<file path="src/fpslice_pkg.sv">
// Formats FP32/FP16 only, tags fixed at TAG_WIDTH bits, only the NV flag is ever raised
package fpslice_pkg;

  // ----------------------------------------
  // Formats and operations
  // ----------------------------------------
  typedef enum logic {
    FP32 = 1'b0,
    FP16 = 1'b1
  } fp_fmt_e;

  typedef enum logic {
    OP_MIN = 1'b0,
    OP_MAX = 1'b1
  } fp_op_e;

  // IEEE 754 exception flags, same order as the RISC-V fflags CSR
  typedef struct packed {
    logic nv;
    logic dz;
    logic of;
    logic uf;
    logic nx;
  } status_t;

  // ----------------------------------------
  // Slice configuration
  // ----------------------------------------
  // FP16 lanes that fit in one 32-bit word
  localparam int unsigned NUM_LANES             = 2;
  localparam int unsigned NUM_PIPE_REGS_DEFAULT = 2;
  localparam int unsigned TAG_WIDTH             = 8;

  typedef logic [TAG_WIDTH-1:0] tag_t;

  // Canonical quiet NaNs
  localparam logic [31:0] FP32_CANON_NAN = 32'h7fc0_0000;
  localparam logic [15:0] FP16_CANON_NAN = 16'h7e00;

  // ----------------------------------------
  // Lane payloads
  // ----------------------------------------
  // An FP16 lane only looks at the low 16 bits of each operand
  typedef struct packed {
    logic [31:0] op_a;
    logic [31:0] op_b;
    fp_op_e      op;
    fp_fmt_e     fmt;
    logic        vector;
    tag_t        tag;
  } lane_req_t;

  // Result is right-aligned within the word
  typedef struct packed {
    logic [31:0] result;
    status_t     status;
    fp_fmt_e     fmt;
    logic        vector;
    tag_t        tag;
  } lane_rsp_t;

endpackage

</file>
<file path="src/fp_pipe_regs.sv">
// NumPipeRegs of 0 gives a purely combinational path; data registers carry no reset
`timescale 1ns/1ps

module fp_pipe_regs #(
  parameter int unsigned NumPipeRegs = 1,
  parameter type         payload_t   = logic
) (
  input  logic     clk_i,
  input  logic     arst_n_i,
  input  logic     in_valid_i,
  output logic     in_ready_o,
  input  payload_t in_data_i,
  output logic     out_valid_o,
  input  logic     out_ready_i,
  output payload_t out_data_o,
  input  logic     flush_i,
  output logic     busy_o
);

  // Index i holds the item after i register stages
  payload_t             stage_data [NumPipeRegs+1];
  logic [0:NumPipeRegs] stage_valid;
  logic [0:NumPipeRegs] stage_ready;

  assign stage_data[0]  = in_data_i;
  assign stage_valid[0] = in_valid_i;
  assign in_ready_o     = stage_ready[0];

  for (genvar i = 0; i < NumPipeRegs; i++) begin : gen_stage
    logic reg_en;

    // Advance when the next stage moves on or only holds a bubble
    assign stage_ready[i] = stage_ready[i+1] | ~stage_valid[i+1];
    assign reg_en         = stage_ready[i] & stage_valid[i];

    always_ff @(posedge clk_i or negedge arst_n_i) begin
      if (!arst_n_i) begin
        stage_valid[i+1] <= 1'b0;
      end else if (flush_i) begin
        stage_valid[i+1] <= 1'b0;
      end else if (stage_ready[i]) begin
        stage_valid[i+1] <= stage_valid[i];
      end
    end

    always_ff @(posedge clk_i) begin
      if (reg_en) begin
        stage_data[i+1] <= stage_data[i];
      end
    end
  end

  // Ready enters from the downstream side
  assign stage_ready[NumPipeRegs] = out_ready_i;
  assign out_valid_o              = stage_valid[NumPipeRegs];
  assign out_data_o               = stage_data[NumPipeRegs];

  if (NumPipeRegs > 0) begin : gen_busy_regs
    assign busy_o = |stage_valid[1:NumPipeRegs];

    // A stalled item must not change under the consumer
    a_stall_stable : assert property (@(posedge clk_i) disable iff (!arst_n_i)
      (out_valid_o && !out_ready_i) |=> $stable(out_data_o));
  end else begin : gen_busy_comb
    assign busy_o = in_valid_i;
  end

endmodule

</file>
<file path="src/fp_minmax_lane.sv">
// RISC-V min/max semantics; FP16 uses operand bits 15:0 and the upper bits are not NaN-box checked
`timescale 1ns/1ps

module fp_minmax_lane #(
  parameter int unsigned NumPipeRegs = fpslice_pkg::NUM_PIPE_REGS_DEFAULT
) (
  input  logic                   clk_i,
  input  logic                   arst_n_i,
  input  fpslice_pkg::lane_req_t req_i,
  input  logic                   in_valid_i,
  output logic                   in_ready_o,
  output fpslice_pkg::lane_rsp_t rsp_o,
  output logic                   out_valid_o,
  input  logic                   out_ready_i,
  input  logic                   flush_i,
  output logic                   busy_o
);

  import fpslice_pkg::*;

  // Per-operand classification, magnitude excludes the sign
  typedef struct packed {
    logic        is_nan;
    logic        is_snan;
    logic        sign;
    logic [30:0] mag;
  } operand_info_t;

  function automatic operand_info_t classify(input logic [31:0] val, input fp_fmt_e fmt);
    operand_info_t info;
    info = '0;
    if (fmt == FP32) begin
      info.is_nan  = (val[30:23] == 8'hff) && (val[22:0] != '0);
      // Quiet bit is the MSB of the mantissa
      info.is_snan = info.is_nan && !val[22];
      info.sign    = val[31];
      info.mag     = val[30:0];
    end else begin
      info.is_nan  = (val[14:10] == 5'h1f) && (val[9:0] != '0);
      info.is_snan = info.is_nan && !val[9];
      info.sign    = val[15];
      info.mag     = {16'h0, val[14:0]};
    end
    return info;
  endfunction

  logic [31:0]   a_val;
  logic [31:0]   b_val;
  operand_info_t a_info;
  operand_info_t b_info;
  logic          a_lt_b;
  lane_rsp_t     rsp_d;

  // ----------------------------------------
  // Operand alignment and classification
  // ----------------------------------------
  always_comb begin : operand_align
    if (req_i.fmt == FP32) begin
      a_val = req_i.op_a;
      b_val = req_i.op_b;
    end else begin
      a_val = {16'h0, req_i.op_a[15:0]};
      b_val = {16'h0, req_i.op_b[15:0]};
    end
  end

  assign a_info = classify(a_val, req_i.fmt);
  assign b_info = classify(b_val, req_i.fmt);

  // Sign-magnitude ordering, so -0 sorts below +0
  always_comb begin : order
    if (a_info.sign != b_info.sign) begin
      a_lt_b = a_info.sign;
    end else if (a_info.sign) begin
      a_lt_b = a_info.mag > b_info.mag;
    end else begin
      a_lt_b = a_info.mag < b_info.mag;
    end
  end

  // ----------------------------------------
  // Result selection
  // ----------------------------------------
  always_comb begin : select
    rsp_d           = '0;
    rsp_d.fmt       = req_i.fmt;
    rsp_d.vector    = req_i.vector;
    rsp_d.tag       = req_i.tag;
    rsp_d.status.nv = a_info.is_snan | b_info.is_snan;
    if (a_info.is_nan && b_info.is_nan) begin
      rsp_d.result = (req_i.fmt == FP32) ? FP32_CANON_NAN : {16'h0, FP16_CANON_NAN};
    end else if (a_info.is_nan) begin
      rsp_d.result = b_val;
    end else if (b_info.is_nan) begin
      rsp_d.result = a_val;
    end else if (req_i.op == OP_MIN) begin
      rsp_d.result = a_lt_b ? a_val : b_val;
    end else begin
      rsp_d.result = a_lt_b ? b_val : a_val;
    end
  end

  // Output registers
  fp_pipe_regs #(
    .NumPipeRegs ( NumPipeRegs ),
    .payload_t   ( lane_rsp_t  )
  ) u_fp_pipe_regs (
    .clk_i       ( clk_i       ),
    .arst_n_i    ( arst_n_i    ),
    .in_valid_i  ( in_valid_i  ),
    .in_ready_o  ( in_ready_o  ),
    .in_data_i   ( rsp_d       ),
    .out_valid_o ( out_valid_o ),
    .out_ready_i ( out_ready_i ),
    .out_data_o  ( rsp_o       ),
    .flush_i     ( flush_i     ),
    .busy_o      ( busy_o      )
  );

  // The slice only marks FP16 operations as vectors
  a_vector_fp16 : assert property (@(posedge clk_i) disable iff (!arst_n_i)
    (in_valid_i && req_i.vector) |-> (req_i.fmt == FP16));

endmodule

</file>
<file path="src/fp_minmax_slice.sv">
// Scalar FP16 results are NaN-boxed; lane 1 exists only with EnableVectors; tags are 8 bits
`timescale 1ns/1ps

module fp_minmax_slice #(
  parameter int unsigned NumPipeRegs   = fpslice_pkg::NUM_PIPE_REGS_DEFAULT,
  parameter logic        EnableVectors = 1'b1
) (
  input  logic                 clk_i,
  input  logic                 arst_n_i,
  // Request
  input  logic [31:0]          op_a_i,
  input  logic [31:0]          op_b_i,
  input  fpslice_pkg::fp_op_e  op_i,
  input  fpslice_pkg::fp_fmt_e fmt_i,
  input  logic                 vector_i,
  input  fpslice_pkg::tag_t    tag_i,
  input  logic                 in_valid_i,
  output logic                 in_ready_o,
  input  logic                 flush_i,
  // Response
  output logic [31:0]          result_o,
  output fpslice_pkg::status_t status_o,
  output fpslice_pkg::tag_t    tag_o,
  output logic                 out_valid_o,
  input  logic                 out_ready_i,
  output logic                 busy_o
);

  import fpslice_pkg::*;

  logic                 vector_op;
  logic                 result_is_vector;
  fp_fmt_e              result_fmt;
  logic [NUM_LANES-1:0] lane_in_ready;
  logic [NUM_LANES-1:0] lane_out_valid;
  logic [NUM_LANES-1:0] lane_busy;
  lane_rsp_t            lane_rsp    [NUM_LANES];
  status_t              lane_status [NUM_LANES];
  logic [15:0]          lane_half   [NUM_LANES];

  // ----------------------------------------
  // Input side
  // ----------------------------------------
  // Vector mode only makes sense for packed FP16
  assign vector_op  = EnableVectors && vector_i && (fmt_i == FP16);
  assign in_ready_o = lane_in_ready[0];

  // Output metadata always follows lane 0
  assign result_is_vector = lane_rsp[0].vector;
  assign result_fmt       = lane_rsp[0].fmt;

  // ----------------------------------------
  // Lanes
  // ----------------------------------------
  for (genvar lane = 0; lane < NUM_LANES; lane++) begin : gen_lanes
    if ((lane == 0) || EnableVectors) begin : active_lane
      lane_req_t req;
      logic      in_valid;
      logic      out_valid;
      logic      out_ready;

      // Lane 0 keeps the whole word so FP32 works, upper lanes get their half
      assign req.op_a   = op_a_i >> (16 * lane);
      assign req.op_b   = op_b_i >> (16 * lane);
      assign req.op     = op_i;
      assign req.fmt    = fmt_i;
      assign req.vector = vector_op;
      assign req.tag    = tag_i;

      assign in_valid = in_valid_i & ((lane == 0) | vector_op);

      fp_minmax_lane #(
        .NumPipeRegs ( NumPipeRegs )
      ) u_fp_minmax_lane (
        .clk_i       ( clk_i               ),
        .arst_n_i    ( arst_n_i            ),
        .req_i       ( req                 ),
        .in_valid_i  ( in_valid            ),
        .in_ready_o  ( lane_in_ready[lane] ),
        .rsp_o       ( lane_rsp[lane]      ),
        .out_valid_o ( out_valid           ),
        .out_ready_i ( out_ready           ),
        .flush_i     ( flush_i             ),
        .busy_o      ( lane_busy[lane]     )
      );

      // Upper lanes only handshake for vector results
      assign out_ready            = out_ready_i & ((lane == 0) | result_is_vector);
      assign lane_out_valid[lane] = out_valid & ((lane == 0) | result_is_vector);
      assign lane_status[lane]    = lane_out_valid[lane] ? lane_rsp[lane].status : '0;

      if (lane > 0) begin : gen_align_checks
        // Equal depth and shared ready keep the upper lane in step with lane 0
        a_lane_accept : assert property (@(posedge clk_i) disable iff (!arst_n_i)
          (in_valid && in_ready_o) |-> lane_in_ready[lane]);
        a_lane_present : assert property (@(posedge clk_i) disable iff (!arst_n_i)
          (lane_out_valid[0] && result_is_vector) |->
            (out_valid && (lane_rsp[lane].tag == lane_rsp[0].tag)));
      end
    end else begin : inactive_lane
      assign lane_in_ready[lane]  = 1'b0;
      assign lane_out_valid[lane] = 1'b0;
      assign lane_busy[lane]      = 1'b0;
      assign lane_rsp[lane]       = '0;
      assign lane_status[lane]    = '0;
    end

    // Unused upper halves carry the NaN-box
    assign lane_half[lane] = ((lane == 0) || result_is_vector) ?
                             lane_rsp[lane].result[15:0] : 16'hffff;
  end

  // ----------------------------------------
  // Output side
  // ----------------------------------------
  always_comb begin : pack_result
    if (result_fmt == FP32) begin
      result_o = lane_rsp[0].result;
    end else begin
      for (int i = 0; i < NUM_LANES; i++) begin
        result_o[16*i +: 16] = lane_half[i];
      end
    end
  end

  always_comb begin : collapse_status
    status_t acc;
    acc = '0;
    for (int i = 0; i < NUM_LANES; i++) begin
      acc |= lane_status[i];
    end
    status_o = acc;
  end

  assign tag_o       = lane_rsp[0].tag;
  assign out_valid_o = lane_out_valid[0];
  assign busy_o      = |lane_busy;

endmodule

</file>
<file path="config.mk">
export PLATFORM = sky130hd
export DESIGN_NAME = fp_minmax_slice
export DESIGN_NICKNAME = d
export VERILOG_FILES = /design/src/fpslice_pkg.sv /design/src/fp_pipe_regs.sv /design/src/fp_minmax_lane.sv /design/src/fp_minmax_slice.sv
export SDC_FILE = /design/constraint.sdc
export NUM_CORES = 1
export LEC_CHECK = 0
export BUFFER_PORTS_ARGS = -buffer_cell sky130_fd_sc_hd__buf_2
export CORE_UTILIZATION = 60
export CTS_BUF_LIST = sky130_fd_sc_hd__clkbuf_8
export DETAILED_ROUTE_END_ITERATION = 7
export PLACE_DENSITY = 0.89
export SETUP_SLACK_MARGIN = 0.4
export SLEW_MARGIN = 20
export SYNTH_ARGS = -nofsm -noshare
export SYNTH_HDL_FRONTEND = slang
export SYNTH_HIERARCHICAL = 1
export SYNTH_SLANG_ARGS = --single-unit
export TNS_END_PERCENT = 100
</file>
<file path="constraint.sdc">
create_clock -name clk_i -period 3.7 [get_ports clk_i]
set_input_delay 0.555 -clock clk_i [delete_from_list [all_inputs] [get_ports clk_i]]
set_output_delay 0.555 -clock clk_i [all_outputs]
set_load 0.02 [all_outputs]
</file>
* After elaboration in Yosys (flattened, before gate mapping) *
Cells that the tools add are included.

storage, ports and cells
  input port bits = 80
  flip-flop bits (word level) = 124
  memory bits (read-only) = 0
  logic and storage cells = 115
  bits in latches = 0
  bits in writable memories = 0
  output and inout bits = 48
  memories = 0

operators by class
  divide/modulo/power cells = 0
  equal/unequal tests = 8
  $lt $le $gt $ge = 4
  multipliers = 0
  mux-type cells = 35
  reductions and logical operators = 32
  $add $sub $neg = 0
  shift operators = 0
  bitwise operators = 18

operator list
  kind                                   count
  32-bit two-way mux                     9
  34-bit two-way mux                     4
  16-bit two-way mux                     7
  31-bit > comparator                    2
  31-bit less-than comparator            2
  23-bit nonzero test                    2
  10-bit nonzero test                    4
  31-bit two-way mux                     1
  5-bit == test (second input constant)  4
  8-bit == test (second input constant)  2
  1-bit logical AND                      15
  1-bit two-way mux                      12
  5-bit two-way mux                      2
  2-bit nonzero test                     4
  1-bit bitwise AND                      7
  1-bit logical NOT                      6
  1-bit bitwise OR                       6
  5-bit bitwise OR                       1
  1-bit inverter                         4
  4-bit OR reduction                     1
  1-bit != test                          2

* Logic depth before layout (Yosys ltp) *
  depth after elaboration = 13
  gate-level depth with buffers = 16
  depth with buffers taken out = 12

* By module *
Netlist, hierarchy kept.

by module, submodules not included
  module                                                       times used  seq. area each (µm²)  area an instance (µm²)  cells each
  fp_pipe_regs                                                 2           2,872.8               3,294.4                 152
  fp_minmax_lane at gen_lanes[0].active_lane.u_fp_minmax_lane  1           0.0                   2,084.5                 300
  fp_minmax_lane at gen_lanes[1].active_lane.u_fp_minmax_lane  1           0.0                   1,838.0                 272
  fp_minmax_slice                                              1           0.0                   272.8                   33

* Worst setup path before layout *
OpenSTA, ideal clock, no wires.

  path kind = input-to-reg
  start = in fmt_i
  end = reg gen_lanes[0].active_lane.u_fp_minmax_lane/u_fp_pipe_regs/stage_data[79] (netlist name), data pin
  required time = 3.427 ns
  data arrival time = 3.601 ns
  stages = 15
  buffers on the path = 5
  library setup time = 0.273 ns
  slack = -0.174 ns
  path through = buf_4 clkbuf_1 clkbuf_1 nor2b_1 ha_1 a21oi_1 nand2_1 a221o_1 a211o_4 a211o_4 a211o_1 buf_4 buf_4 nand4_1 o31ai_2

RTL lines
  what                             RTL line               source
  from (decl)                      fp_minmax_slice.sv:14  input fpslice_pkg::fp_fmt_e fmt_i,
  to (signal, indexed assignment)  fp_pipe_regs.sv:48     stage_data[i+1] <= stage_data[i];
  to (decl)                        fp_pipe_regs.sv:21     payload_t stage_data [NumPipeRegs+1];

==> out/metrics.cfg <==
[worst_setup_path]
critPathArrivalTime_ns=3.55
crit_type=input pin to flop
end_kind=flop
startpoint_type=input pin
crit_start=fmt_i
worstPathRequired_ns=3.90
rrSetupSlack_ns=1.58
crit_fanout=7
r2r_cells=3

[global_routing]
grt_max_degree=48
track_usage_pct=31.39
use_met2_pct=50.25
antenna_found_initial=0
grt_pass1_vias=6569
grt_use_met3_pct=6.738
grt_use_met1_pct=41.73
top_usage_layer=met2
grt_pass1_wl_mm=35.09
grt_overflow=0

[layout]
seqCellArea_um2=4184
drive_above_1_share_pct=30.77
multi_input_area_um2=4178
nNetsFinal=1117
postLayoutCoreUtil_pct=74.91
area_growth_pct=20.17
nFillCells=897
n_antenna_cell=0

[sta]
setup_ws_ns=0.3509
hold-worst-slack_ns=0.2850
setup_viol_count_final=0
fin_crit_ns=3.349
worstMarginPinSlew_ns=1.056
post-route-period-util_pct=90.52
hold_viol=0
max_slew_margin_pct=29.61
maxSlewViolCount=0
rsz0062_at_grt=yes
max_freq_mhz=298.6
skew_ns=0.01813

[die]
io_pins=128
die_y_um=122.8
die_area_um2=15080
dieWidth_um=122.8
fp-row-count=43
start_util_pct=62.34
core_area_um2=14040

[power]
power_density_nw_per_um2=393.4
cellLeakagePower_uw=0.004454
p_total_uw=4138
max-vdd-ir-drop_mv=0.2129

[clock_network]
clock_path_buffers=2
numCtsBuffers=17
clk_latency_ns=0.45
ctsHtreeMaxLevel=4
clock_sinks=140
cts_tree=yes
clk_pin_slew_ns=0.08
root_buffer=clkbuf_8

[logic_synthesis]
syn_inst=793
yosysWarnings=6
netlist_area_um2=8753
postSynthAreaPerCell_um2=11.04

[worst_hold_path]
hold_path_class=input pin to flop
hp-start=tag_i[5]
min_path_cells=1

[outcome]
violations=DRC
status=complete, but fails checks

[routing]
drt-total-wl_mm=24.94
vias=7399
drt_pre_antenna_iters=8
drt_iter0_markers=1331
via_per_inst=6.335
wl_per_cell_um=21.35
drc=16
drtAntennaViolNets=0

[run]
drv_cap=0

[placement]
pre_cts_ws_ns=-0.09278
hpwl_mm=16.67
portBuffers=127
routabilityCongestion=1.063

==> cells in the final DEF, fill, tap and decap left out, types with 12 or more instances in the layout <==
cell type / count
a21oi_1: 30
nand2_1: 45
nor2b_1: 22
o22a_1: 16
nor3_1: 15
nor2_1: 25
buf_4: 61
buf_2: 126
o21ai_0: 12
o31ai_2: 12
conb_1: 68
nand3_1: 32
edfxtp_1: 136
nand4_1: 44
nor4_1: 17
clkbuf_8: 17
ha_1: 54
inv_1: 49
==> what timing repair did <==
item | 4_1_cts | 5_1_grt
buffers inserted | 1 | 14
cloned | 1 | 1
hold buffers | 1 | 0
pin swaps | 3 | 11
hold endpoints to repair | 4 | 0
resized for setup | 5 | 37
setup endpoints to repair | 3 | 31
==> where the power goes <==
group	internal, uW	total [uW]	switching, uW
clock	678	1320	640
combinational	375	912	537
sequential	1870	1910	40.4
==> layout make-up <==
class	count	area share, %
Tap cell	180	2.141
Multi-Input combinational cell	565	39.72
Sequential cell	140	39.78
Clock inverter	15	1.784
Inverter	51	1.844
Clock buffer	17	2.224
Timing Repair Buffer	200	12.51
==> through the flow <==
| stage | setup TNS (ns) | instances | cell area (um2) |
|---|---|---|---|
| floorplan | 0 | 858 | 9150 |
| global placement | 0 | 1118 | 9688 |
| detailed placement | -0.2545 | 1118 | 9691 |
| CTS | 0 | 1153 | 10190 |
| global route | 0 | 1168 | 10520 |
| finish | 0 | 1168 | 10520 |
==> critical path, stage by stage <==
cell     delay, ns
buf_12        0.12
buf_12        0.14
buf_4         0.16
nor2b_4       0.14
ha_4          0.22
nand4_1       0.12
buf_4         0.13
nor2_1        0.03
a221o_1       0.30
a211o_4       0.36
a21o_1        0.22
or3_1         0.48
nand4_1       0.26
o31ai_2       0.13
buf_4         0.17
==> layer usage <==
metal	vias up	share of wire, %
li1	3248	-
met1	3383	36
met2	600	47
met3	168	12
met4	0	4.8
met5	-	0
==> how the worst max path moves through the flow <==
stage / end / slack (ns) / cells past startpoint
floorplan: flop / 0.24 / 15
global placement: flop / 0.008 / 18
detailed placement: flop / -0.09 / 17
CTS: flop / 0.40 / 17
global route: flop / 0.34 / 16
finish: flop / 0.35 / 15
Power figures use the tool's default switching activity.
